**config.mk**
```make
export PLATFORM = sky130hd
export DESIGN_NAME = issue_top
export DESIGN_NICKNAME = d
export VERILOG_FILES = /design/src/verilog/isa_pkg.sv /design/src/verilog/sched_pkg.sv /design/src/verilog/reg_file.sv /design/src/verilog/fu_status_table.sv /design/src/verilog/issue_select.sv /design/src/verilog/issue_latch.sv /design/src/verilog/issue_top.sv
export VERILOG_INCLUDE_DIRS = /design/src /design/src/verilog
export SDC_FILE = /design/constraint.sdc
export NUM_CORES = 2
export LEC_CHECK = 0
export BUFFER_PORTS_ARGS = -buffer_cell sky130_fd_sc_hd__clkbuf_2
export CORE_MARGIN = 2
export CORE_UTILIZATION = 25
export CTS_CLUSTER_SIZE = 14
export DETAILED_ROUTE_END_ITERATION = 10
export GPL_TIMING_DRIVEN = 0
export PLACE_DENSITY = 0.49
export SLEW_MARGIN = 40
export SYNTH_ARGS = -nofsm -noshare
export SYNTH_HDL_FRONTEND = slang
export SYNTH_SLANG_ARGS = --single-unit
```
**constraint.sdc**
```tcl
create_clock -name CLK -period 8.3 [get_ports CLK]
set_clock_uncertainty 0.2 [all_clocks]
set_input_delay 0.415 -clock CLK [delete_from_list [all_inputs] [get_ports CLK]]
set_output_delay 0.415 -clock CLK [all_outputs]
set_load 0.01 [all_outputs]
```
**src/verilog/issue_defs.svh**
```systemverilog
/* issue stage widths and counts
   shared by the packages and the issue stage RTL */
`ifndef ISSUE_DEFS_SVH
`define ISSUE_DEFS_SVH

// status rows, one per functional unit (alu, load/store, branch)
`define NUM_FU 3

// datapath word and register index
`define WORD_W 32
`define REG_ADDR_W 5

// age counter per row, saturates at all ones
`define AGE_W 6

// unit operation code carried to execute
`define OP_W 4

`endif

```
**src/verilog/isa_pkg.sv**
```systemverilog
/* instruction level types for the issue stage
   data words, register indices and unit opcodes */
`include "issue_defs.svh"

package isa_pkg;

    // one data word as read from or written to the register file
    typedef logic [`WORD_W-1:0] word_t;

    // architectural register index, x0 reads zero
    typedef logic [`REG_ADDR_W-1:0] regbits_t;

    // operation code handed to the selected unit
    typedef logic [`OP_W-1:0] opcode_t;

endpackage

```
**src/verilog/sched_pkg.sv**
```systemverilog
/* scheduling types for the issue stage
   row states, producer tags, ages and the structs passed between blocks */
`include "issue_defs.svh"

package sched_pkg;

    // producing unit, 0 means the operand is already in the register file
    // 1..NUM_FU name unit 0..NUM_FU-1
    typedef logic [$clog2(`NUM_FU+1)-1:0] tag_t;

    // row age, larger is older
    typedef logic [`AGE_W-1:0] age_t;

    // row life cycle, ready is folded into wait
    typedef enum logic [1:0] {
        EMPTY,
        WAIT,
        EX
    } fust_state_e;

    // one functional unit status row
    typedef struct packed {
        isa_pkg::regbits_t rs1;
        isa_pkg::regbits_t rs2;
        isa_pkg::regbits_t rd;
        isa_pkg::opcode_t  op;
        logic              i_type;
        logic              lui;
        isa_pkg::word_t    imm;
        tag_t              t1;
        tag_t              t2;
    } fust_row_t;

    // dispatch request, fu selects the target row
    typedef struct packed {
        logic       en;
        logic [1:0] fu;
        fust_row_t  row;
    } dispatch_t;

    // writeback from a unit, tag names that unit
    typedef struct packed {
        logic              en;
        tag_t              tag;
        isa_pkg::regbits_t sel;
        isa_pkg::word_t    wdat;
    } wb_t;

    // issue packet, fu_en is one-hot or zero
    typedef struct packed {
        logic [`NUM_FU-1:0] fu_en;
        isa_pkg::opcode_t   op;
        isa_pkg::regbits_t  rd;
        isa_pkg::word_t     rdat1;
        isa_pkg::word_t     rdat2;
        isa_pkg::word_t     imm;
    } issue_t;

endpackage

```
**src/verilog/reg_file.sv**
```systemverilog
/* scalar register file, 32 entries
   one writeback port and two combinational read ports, x0 stays zero */
`timescale 1ns/1ps
`include "issue_defs.svh"

module reg_file (
    input  logic              CLK,
    input  logic              nRST,
    input  sched_pkg::wb_t    wb,
    input  isa_pkg::regbits_t rs1,
    input  isa_pkg::regbits_t rs2,
    output isa_pkg::word_t    rdat1,
    output isa_pkg::word_t    rdat2
);

    localparam int NUM_REGS = 2 ** `REG_ADDR_W;

    isa_pkg::word_t regs [NUM_REGS];

    // entry 0 is cleared on reset and never written
    always_ff @(posedge CLK, negedge nRST) begin
        if (!nRST) begin
            for (int i = 0; i < NUM_REGS; i++) begin
                regs[i] <= '0;
            end
        end else if (wb.en && (wb.sel != '0)) begin
            regs[wb.sel] <= wb.wdat;
        end
    end

    // reads see the value after the last edge, so a wb in cycle k
    // is visible to a pick in cycle k+1
    always_comb begin
        rdat1 = regs[rs1];
        rdat2 = regs[rs2];
    end

endmodule

```
**src/verilog/fu_status_table.sv**
```systemverilog
/* functional unit status table, one row per unit
   takes dispatch writes and clears producer tags on writeback */
`timescale 1ns/1ps
`include "issue_defs.svh"

module fu_status_table (
    input  logic                                 CLK,
    input  logic                                 nRST,
    input  sched_pkg::dispatch_t                 disp,
    input  sched_pkg::wb_t                       wb,
    input  logic                                 branch_miss,
    output sched_pkg::fust_row_t [`NUM_FU-1:0]   rows
);

    sched_pkg::fust_row_t [`NUM_FU-1:0] rows_n;
    logic [`NUM_FU-1:0]                 wr_hit;

    // decode target row of the dispatch
    // a dispatch alongside a branch miss is thrown away
    always_comb begin
        wr_hit = '0;
        for (int i = 0; i < `NUM_FU; i++) begin
            wr_hit[i] = disp.en && !branch_miss && (disp.fu == 2'(i));
        end
    end

    always_comb begin
        rows_n = rows;
        for (int i = 0; i < `NUM_FU; i++) begin
            if (wr_hit[i]) begin
                rows_n[i] = disp.row;
            end
            // tag clear also covers the row being written this cycle
            if (wb.en) begin
                if (rows_n[i].t1 == wb.tag) begin
                    rows_n[i].t1 = '0;
                end
                if (rows_n[i].t2 == wb.tag) begin
                    rows_n[i].t2 = '0;
                end
            end
        end
    end

    always_ff @(posedge CLK, negedge nRST) begin
        if (!nRST) begin
            rows <= '0;
        end else begin
            rows <= rows_n;
        end
    end

endmodule

```
**src/verilog/issue_select.sv**
```systemverilog
/* issue select, row FSMs and ages
   picks the oldest waiting row whose operands are both available */
`timescale 1ns/1ps
`include "issue_defs.svh"

module issue_select (
    input  logic                                 CLK,
    input  logic                                 nRST,
    input  sched_pkg::dispatch_t                 disp,
    input  sched_pkg::fust_row_t [`NUM_FU-1:0]   rows,
    input  logic [`NUM_FU-1:0]                   fu_done,
    input  logic                                 branch_miss,
    input  logic                                 freeze,
    output logic [`NUM_FU-1:0]                   pick,
    output sched_pkg::fust_state_e [`NUM_FU-1:0] state
);

    sched_pkg::fust_state_e [`NUM_FU-1:0] state_n;
    sched_pkg::age_t [`NUM_FU-1:0]        age;
    sched_pkg::age_t [`NUM_FU-1:0]        age_n;
    logic [`NUM_FU-1:0]                   elig;
    logic [`NUM_FU-1:0]                   hit;
    sched_pkg::age_t                      best;
    logic                                 found;

    // readiness comes straight from the registered tags
    always_comb begin
        for (int i = 0; i < `NUM_FU; i++) begin
            elig[i] = (state[i] == sched_pkg::WAIT) && (rows[i].t1 == '0) &&
                      (rows[i].t2 == '0) && !freeze && !branch_miss;
            hit[i]  = disp.en && (disp.fu == 2'(i));
        end
    end

    // oldest first, strict compare keeps ties on the lower index
    always_comb begin
        pick  = '0;
        best  = '0;
        found = 1'b0;
        for (int i = 0; i < `NUM_FU; i++) begin
            if (elig[i] && (!found || (age[i] > best))) begin
                pick  = '0;
                pick[i] = 1'b1;
                best  = age[i];
                found = 1'b1;
            end
        end
    end

    always_comb begin
        state_n = state;
        age_n   = age;
        for (int i = 0; i < `NUM_FU; i++) begin
            case (state[i])
                sched_pkg::EMPTY: if (hit[i]) state_n[i] = sched_pkg::WAIT;
                sched_pkg::WAIT:  if (pick[i]) state_n[i] = sched_pkg::EX;
                sched_pkg::EX: begin
                    // completion frees the row, back-to-back dispatch refills it
                    if (fu_done[i]) begin
                        state_n[i] = hit[i] ? sched_pkg::WAIT : sched_pkg::EMPTY;
                    end
                end
                default: state_n[i] = sched_pkg::EMPTY;
            endcase
            // ages, every waiting row grows older on each new dispatch
            if (pick[i]) begin
                age_n[i] = '0;
            end else if (hit[i] && (state_n[i] == sched_pkg::WAIT)) begin
                age_n[i] = sched_pkg::age_t'(1);
            end else if (disp.en && (state[i] == sched_pkg::WAIT) && (age[i] != '1)) begin
                age_n[i] = age[i] + 1'b1;
            end
            // flush wins over everything
            if (branch_miss) begin
                state_n[i] = sched_pkg::EMPTY;
                age_n[i]   = '0;
            end
        end
    end

    always_ff @(posedge CLK, negedge nRST) begin
        if (!nRST) begin
            state <= {`NUM_FU{sched_pkg::EMPTY}};
            age   <= '0;
        end else begin
            state <= state_n;
            age   <= age_n;
        end
    end

endmodule

```
**src/verilog/issue_latch.sv**
```systemverilog
/* issue latch, builds the operands of the picked row
   and registers the issue packet, held by freeze and cleared by flush */
`timescale 1ns/1ps
`include "issue_defs.svh"

module issue_latch (
    input  logic                                 CLK,
    input  logic                                 nRST,
    input  sched_pkg::fust_row_t [`NUM_FU-1:0]   rows,
    input  logic [`NUM_FU-1:0]                   pick,
    input  isa_pkg::word_t                       rdat1,
    input  isa_pkg::word_t                       rdat2,
    output isa_pkg::regbits_t                    rs1,
    output isa_pkg::regbits_t                    rs2,
    input  logic                                 branch_miss,
    input  logic                                 freeze,
    output sched_pkg::issue_t                    out
);

    // row 0 belongs to the alu, the only unit that takes the immediate
    localparam int ALU_ROW = 0;

    sched_pkg::fust_row_t sel_row;
    sched_pkg::issue_t    out_n;

    // pick is one-hot or zero, so an or-mux is enough
    always_comb begin
        sel_row = '0;
        for (int i = 0; i < `NUM_FU; i++) begin
            if (pick[i]) begin
                sel_row = sel_row | rows[i];
            end
        end
        rs1 = sel_row.rs1;
        rs2 = sel_row.rs2;
    end

    always_comb begin
        out_n.fu_en = pick;
        out_n.op    = sel_row.op;
        out_n.rd    = sel_row.rd;
        out_n.imm   = sel_row.imm;
        // lui adds its immediate to zero
        out_n.rdat1 = sel_row.lui ? '0 : rdat1;
        // branches keep rs2 for the compare even with i_type set
        out_n.rdat2 = (sel_row.i_type && pick[ALU_ROW]) ? sel_row.imm : rdat2;
        if (!(|pick) || branch_miss) begin
            out_n = '0;
        end
    end

    always_ff @(posedge CLK, negedge nRST) begin
        if (!nRST) begin
            out <= '0;
        end else if (!freeze) begin
            out <= out_n;
        end
    end

endmodule

```
**src/verilog/issue_top.sv**
```systemverilog
/* issue stage top, status table, select, latch and register file
   busy marks every row that is not empty */
`timescale 1ns/1ps
`include "issue_defs.svh"

module issue_top (
    input  logic                 CLK,
    input  logic                 nRST,
    input  sched_pkg::dispatch_t disp,
    input  sched_pkg::wb_t       wb,
    input  logic [`NUM_FU-1:0]   fu_done,
    input  logic                 branch_miss,
    input  logic                 freeze,
    output sched_pkg::issue_t    out,
    output logic [`NUM_FU-1:0]   busy
);

    sched_pkg::fust_row_t [`NUM_FU-1:0]   rows;
    sched_pkg::fust_state_e [`NUM_FU-1:0] state;
    logic [`NUM_FU-1:0]                   pick;
    isa_pkg::regbits_t                    rs1;
    isa_pkg::regbits_t                    rs2;
    isa_pkg::word_t                       rdat1;
    isa_pkg::word_t                       rdat2;

    reg_file u_rf (
        .CLK(CLK), .nRST(nRST), .wb(wb),
        .rs1(rs1), .rs2(rs2), .rdat1(rdat1), .rdat2(rdat2)
    );

    fu_status_table u_fust (
        .CLK(CLK), .nRST(nRST), .disp(disp), .wb(wb),
        .branch_miss(branch_miss), .rows(rows)
    );

    issue_select u_sel (
        .CLK(CLK), .nRST(nRST), .disp(disp), .rows(rows), .fu_done(fu_done),
        .branch_miss(branch_miss), .freeze(freeze), .pick(pick), .state(state)
    );

    issue_latch u_latch (
        .CLK(CLK), .nRST(nRST), .rows(rows), .pick(pick),
        .rdat1(rdat1), .rdat2(rdat2), .rs1(rs1), .rs2(rs2),
        .branch_miss(branch_miss), .freeze(freeze), .out(out)
    );

    // a row is busy from dispatch until its unit reports done
    always_comb begin
        for (int i = 0; i < `NUM_FU; i++) begin
            busy[i] = (state[i] != sched_pkg::EMPTY);
        end
    end

endmodule

```
## Word level (Yosys, flattened, before mapping)

Cells that the tools add are included.

| word-level totals | value |
|---|---|
| output and inout port bits | 111 |
| memory bits (read-only) | 0 |
| latch bits | 0 |
| flip-flop bits (word level) | 1327 |
| memories | 0 |
| memory bits (writable) | 0 |
| input port bits | 107 |

| operators by class | value |
|---|---|
| $mul | 0 |
| bitwise logic cells | 5 |
| equal/unequal tests | 20 |
| reductions and logical operators | 59 |
| order comparisons | 6 |
| shift-type cells | 0 |
| add/sub/neg operators | 3 |
| mux-type cells | 64 |
| div/mod/pow operators | 0 |

Operator list:

| kind | count |
|---|---|
| 1024-bit bitwise mux | 1 |
| 32-bit binary-select mux with 5-bit select | 2 |
| 32-bit two-way mux | 7 |
| 57-bit two-way mux | 3 |
| 32-bit demux with 5-bit select | 1 |
| 57-bit OR | 2 |
| 108-bit two-way mux | 1 |
| 6-bit two-way mux | 14 |
| 2-bit two-way mux | 19 |
| 1-bit logical AND | 33 |
| 4-bit two-way mux | 6 |
| 2-bit zero test | 10 |
| 6-bit by 1-bit adder with 6-bit output (second input constant) | 3 |
| 6-bit greater-or-equal comparator (second input constant) | 3 |
| 6-bit != test (second input constant) | 3 |
| 5-bit inverter with 6-bit output | 3 |
| 2-bit case mux with 3 select lines | 3 |
| 2-bit by 1-bit equality test with 1-bit output (second input constant) | 7 |
| 2-bit equality test | 6 |
| 6-bit > comparator | 2 |
| 4-bit nonzero test | 3 |
| 2-bit equality test (second input constant) | 4 |
| 6-bit by 1-bit < comparator with 1-bit output (second input constant) | 1 |
| 1-bit two-way mux | 6 |
| 6 further kinds | 14 |

## Logic depth before layout (Yosys ltp)

| logic depth | value |
|---|---|
| word-level depth | 25 |
| depth in mapped cells | 35 |
| mapped depth without buffers | 20 |

## Cells and area by module

Synthesis repeated with hierarchy kept, for this count alone.

| second synthesis, totals | value |
|---|---|
| cell total of the unflattened synthesis | 6107 |
| area, all modules | 70027.2 µm² |

By module, submodules not included:

| module | area an instance (µm²) | instances | cells each | seq. area each (µm²) |
|---|---|---|---|---|
| reg_file | 55942.4 | 1 | 4601 | 25624.6 |
| fu_status_table | 6874.1 | 1 | 780 | 4279.1 |
| issue_latch | 5330.1 | 1 | 520 | 2702.6 |
| issue_select | 1861.8 | 1 | 203 | 600.6 |
| issue_top | 18.8 | 1 | 3 | 0.0 |

## Worst setup path before layout

No wires, ideal clock.

| timing | value |
|---|---|
| path type | reg2reg |
| start | reg u_fust.rows[3] (netlist name) |
| end | reg u_latch.out[47] (netlist name) |
| setup slack | 343 ps |
| stages on the path, launching flop included | 31 |
| arrival | 7618 ps |
| cells stage by stage | dfrtp_1 -> nor4_2 -> and2_1 -> buf_2 -> clkbuf_1 -> buf_1 -> clkbuf_1 -> nand2_1 -> ha_1 -> and4_1 -> o21a_1 -> o311a_1 -> clkbuf_1 -> clkbuf_1 -> buf_1 -> clkbuf_1 -> buf_1 -> a21oi_1 -> ha_1 -> and4_1 -> o21ai_0 -> a32oi_1 -> o21a_1 -> o21a_1 -> clkbuf_1 -> buf_4 -> buf_2 -> mux4_2 -> nand2_1 -> nor2_1 -> or4_1 |

| on the way | value |
|---|---|
| longest elaborated chain between the ends | 25 |

RTL lines:

| item | line | text |
|---|---|---|
| 2-bit zero test (*) | issue_select.sv:29 | `elig[i] = (state[i] == sched_pkg::WAIT) && (rows[i].t1 == '0) &&` |
| 1-bit logical AND (*) (2 in series) | issue_select.sv:29 |  |
| 1-bit logical AND (*) (2 in series) | issue_select.sv:30 | `(rows[i].t2 == '0) && !freeze && !branch_miss;` |
| 6-bit two-way mux or 1-bit two-way mux (tied branches) | issue_select.sv:41 | `if (elig[i] && (!found \|\| (age[i] > best))) begin` |
| 6-bit > comparator or 1-bit zero test (tied branches) | issue_select.sv:41 |  |
| 1-bit logical OR | issue_select.sv:41 |  |
| 1-bit logical AND | issue_select.sv:41 |  |
| 6-bit two-way mux or 1-bit two-way mux (tied branches) | issue_select.sv:41 |  |
| [... 6 more ...] | - |  |
| 57-bit two-way mux | issue_latch.sv:30 | `if (pick[i]) begin` |
| 57-bit OR | issue_latch.sv:31 | `sel_row = sel_row \| rows[i];` |
| 57-bit two-way mux | issue_latch.sv:30 |  |
| 5-bit inverter with 6-bit output (implied by the code) | reg_file.sv:35 | `rdat2 = regs[rs2];` |
| 32-bit binary-select mux with 5-bit select | reg_file.sv:35 |  |
| 32-bit two-way mux (implied by the code) (2 in series) | reg_file.sv:35 |  |
| 32-bit two-way mux | issue_latch.sv:46 | `out_n.rdat2 = (sel_row.i_type && pick[ALU_ROW]) ? sel_row.imm : rdat2;` |
| 108-bit two-way mux (*) | issue_latch.sv:47 | `if (!(\|pick) \|\| branch_miss) begin` |

Every way passes the cells marked *; elsewhere a longest branch is shown, timed or not. The select of a mux whose other input is x is not followed.
A chain may end at the register's enable or synchronous reset.

## Final worst setup path

| timing | value |
|---|---|
| start | reg u_fust.rows[3] (netlist name) |
| end | reg u_latch.out[55] (netlist name) |

| on the way | value |
|---|---|
| longest elaborated chain between the ends | 25 |

RTL lines:

| item | line |
|---|---|
| 2-bit zero test (*) | issue_select.sv:29 |
| 1-bit logical AND (*) (2 in series) | issue_select.sv:29 |
| 1-bit logical AND (*) (2 in series) | issue_select.sv:30 |
| 6-bit two-way mux or 1-bit two-way mux (tied branches) | issue_select.sv:41 |
| 6-bit > comparator or 1-bit zero test (tied branches) | issue_select.sv:41 |
| 1-bit logical OR | issue_select.sv:41 |
| 1-bit logical AND | issue_select.sv:41 |
| 6-bit two-way mux or 1-bit two-way mux (tied branches) | issue_select.sv:41 |
| [... 6 more ...] | - |
| 57-bit two-way mux | issue_latch.sv:30 |
| 57-bit OR | issue_latch.sv:31 |
| 57-bit two-way mux | issue_latch.sv:30 |
| 5-bit inverter with 6-bit output (implied by the code) | reg_file.sv:35 |
| 32-bit binary-select mux with 5-bit select | reg_file.sv:35 |
| 32-bit two-way mux (implied by the code) (2 in series) | reg_file.sv:35 |
| 32-bit two-way mux | issue_latch.sv:46 |
| 108-bit two-way mux (*) | issue_latch.sv:47 |

Marks and branches as above.

==> results.sh <==
export IMPL_synthCells=6572
export IMPL_synthFlopType="dfrtp_1"
export IMPL_io_pins=218
export IMPL_ir_worst_vdd_v=0.000206
export IMPL_p_sw_share_pct=29.4
export IMPL_place_inst=10400
export IMPL_avgViaCountPerCell=5.54
export IMPL_cts_tree="built"
export IMPL_cp_required_ns=8.88
export IMPL_endpoint_kind="flop"
export IMPL_grt_max_degree=68
export IMPL_syn_avg_cell_area_um2=10.4
export IMPL_grt_pass1_wl_mm=483
export IMPL_violations="hold timing"
export IMPL_num_vias=60200
export IMPL_synth_nets=6694
export IMPL_wl_met3_mm=37.6
export IMPL_dr_wl_met2_mm=150
export IMPL_wirelength_mm=353
export IMPL_clock_path_buffers=3
export IMPL_m1WireLength_mm=142
export IMPL_seqCellArea_um2=33200
export IMPL_die_y_um=528
export IMPL_max_stage_delay_ns=0.77
export IMPL_synth_edf_count=0
export IMPL_initial_core_util_pct=25.1
export IMPL_syn2layout_area_growth_pct=22.6
export IMPL_core_area_um2=273000
export IMPL_dr_max_layer_used="met5"
export IMPL_hold_slack_ns=-0.00173
export IMPL_dp_hpwl_mm=265
export IMPL_hp_class="in2async"
export IMPL_wl_per_cell_um=32.5
export IMPL_total_leakage_power_uw=0.0354
export IMPL_root_buffer="clkbuf_16"
export IMPL_place_area_um2=75800
export IMPL_maxSlewViolCount=0
export IMPL_stdcell_count=10900
export IMPL_multi_input_area_um2=34100
export IMPL_synthArstFlopShare_pct=100
export IMPL_die_area_um2=278000
export IMPL_track_usage_pct=24.7
export IMPL_utilization_pct=30.8
export IMPL_setup_viol=0
export IMPL_final_cell_area_um2=84000
export IMPL_h_tree_depth=4
export IMPL_antenna_found_initial=53
export IMPL_max_cap_viol_count=0
export IMPL_critPathSlowestCell="o211ai_1"
export IMPL_clock_fmax_mhz=124
export IMPL_grt_pass1_vias=58600
export IMPL_portBuffers=212
export IMPL_dr_pass1_iters=6
export IMPL_fin_nets=7251
export IMPL_crit_arrival_ns=8.67
export IMPL_p_switching_uw=5600
export IMPL_place_congestion=0.993
export IMPL_cts_buffers=157
export IMPL_clk_latency_ns=0.87
export IMPL_slew_headroom_pct=35.5
export IMPL_status="finished with violations"
export IMPL_p_int_uw=13400
export IMPL_nFillCells=28100
export IMPL_p_comb_share_pct=16.5
export IMPL_cts_sinks=1325
export IMPL_reg2reg_slack_ns=0.21
export IMPL_cts_clk_slew_worst_paths_ns=0.06
export IMPL_yosysSeqAreaShare_pct=48.4
export IMPL_path_class="reg2reg"
export IMPL_overflow=0
export IMPL_powerDensity_nw_per_um2=227
export IMPL_drc=0
export IMPL_pwr_share_seq_pct=44.9
export IMPL_finalCriticalPeriod_ns=8.09
export IMPL_ys_types=63
export IMPL_ys_warn_count=0
export IMPL_period_share_pct=97.5
export IMPL_cp_max_fo=28
export IMPL_ys_ff_latch=1325
export IMPL_clkPwrFrac_pct=38.6
export IMPL_rsz0062_at_grt="false"
export IMPL_ant_nets=0
export IMPL_cp_start_kind="flop"
export IMPL_drt_iter0_markers=7948
export IMPL_finalHoldViolCount=1
export IMPL_fp_dieW_um=528
export IMPL_worstMarginPinSlew_ns=0.967
export IMPL_synth_area_um2=68600
export IMPL_final_cell_mix="1487 x nand2_1, 1325 x dfrtp_1, 1146 x mux2_2, 541 x nand3_1, 421 x clkbuf_2"
export IMPL_final_layout_size_suffix_gt1_share_pct=31.6
export IMPL_mostFrequentLayoutCell="nand2_1"
export IMPL_rows=192
final timing paths:
kind                                        startpoint                            to  cells past startpoint
setup / recovery              u_fust.rows[3]$_DFF_PN0_   u_latch.out[55]$_DFFE_PN0N_                     30
hold reg to reg            u_latch.out[15]$_DFFE_PN0N_   u_latch.out[15]$_DFFE_PN0N_                      2
min in group CLK                           branch_miss      u_sel.state[2]$_DFF_PN0_                      3
max in group asynchronous                         nRST    u_rf.regs[981]$_DFFE_PN0P_                      7
hold / removal                                    nRST  u_latch.out[105]$_DFFE_PN0N_                      3
setup reg to reg              u_fust.rows[3]$_DFF_PN0_   u_latch.out[55]$_DFFE_PN0N_                     30
per-stage QoR:
stage	power [uW]	setup slack, ns	setup TNS (ns)	hold slack (ns)
2_1_floorplan	10200	0.343	0	-0.0806
3_3_place_gp	11400	-27.09	-	0.262
3_5_place_dp	11600	-4.64	-476.81	0.259
4_1_cts	19000	0.000822	0	0.00108
5_1_grt	19700	0.0162	0	0.0207
6_report	19100	0.210	0	-0.00173
cell families after synthesis:
group,Yosys count,synth area share [%]
simple gates,2428,15.3
xor+xnor,24,0.307
compound gates,628,6.39
mux,1530,25.7
fa+ha+maj,15,0.274
flops,1325,48.4
buf+inv,622,3.62
registers in the layout, indices dropped and copies added (netlist names):
name and count:
u_fust.rows 169, u_latch.out 108, u_rf.regs 1024, u_sel.age 18, u_sel.state 6
synth_stat cells (all sizes together), types with 26 or more instances:
cell type	count	area share [%]
a221o	79	1.2
nand3	541	3.9
clkbuf	446	2.4
mux4	72	2.4
a21oi	165	1.2
dfrtp	1325	48
o21ai	26	0.20
mux2	1148	19
nand2	1504	8.2
a32oi	50	0.64
nor4	36	0.34
nor2	129	0.71
mux2i	310	4.5
buf	163	1.1
a31oi	129	1.2
nand4	102	0.93
o22ai	75	0.68
layer usage:
metal,up-vias,track usage [%]
li1,24600,-
met5,-,0
met2,3740,36.7
met1,30900,31.7
met3,989,7.61
met4,24,13.8
power by group through the flow:
stage | combinational [uW] | clock, uW | sequential [uW]
final | 3140 | 7360 | 8550
after global routing | 3350 | 7660 | 8670
after CTS | 3070 | 7420 | 8500
after detailed placement | 2950 | 0 | 8600
after global placement | 2820 | 0 | 8570
after floorplan | 1950 | 0 | 8290
area by class of cell:
| cell class | instances | area share, % |
|---|---|---|
| Antenna cell | 19 | 0.0566 |
| Buffer | 601 | 3.87 |
| Clock buffer | 233 | 5.54 |
| Clock inverter | 50 | 0.875 |
| Inverter | 13 | 0.0581 |
| Multi-Input combinational cell | 4625 | 40.5 |
| Sequential cell | 1325 | 39.5 |
| Tap cell | 3589 | 5.34 |
| Timing Repair Buffer | 406 | 4.26 |
critical path: cells and delay by family (launching register included):
family	cells	cell delay (ns)
DFF	1	0.40
buffers and inverters	10	2.48
and+or+nand+nor	8	1.25
AOI/OAI and AO/OA	10	3.02
adders and majority gates	2	0.59
repair_timing:
| item | CTS | global route |
|---|---|---|
| setup buffers | 27 | 0 |
| hold buffers | 108 | 1 |
| hold endpoints to repair | 425 | 1 |
| resized for setup | 327 | 22 |
| pin swaps | 24 | 10 |
| setup endpoints to repair | 132 | 66 |
Note: power is estimated with default switching activity, not from simulation.
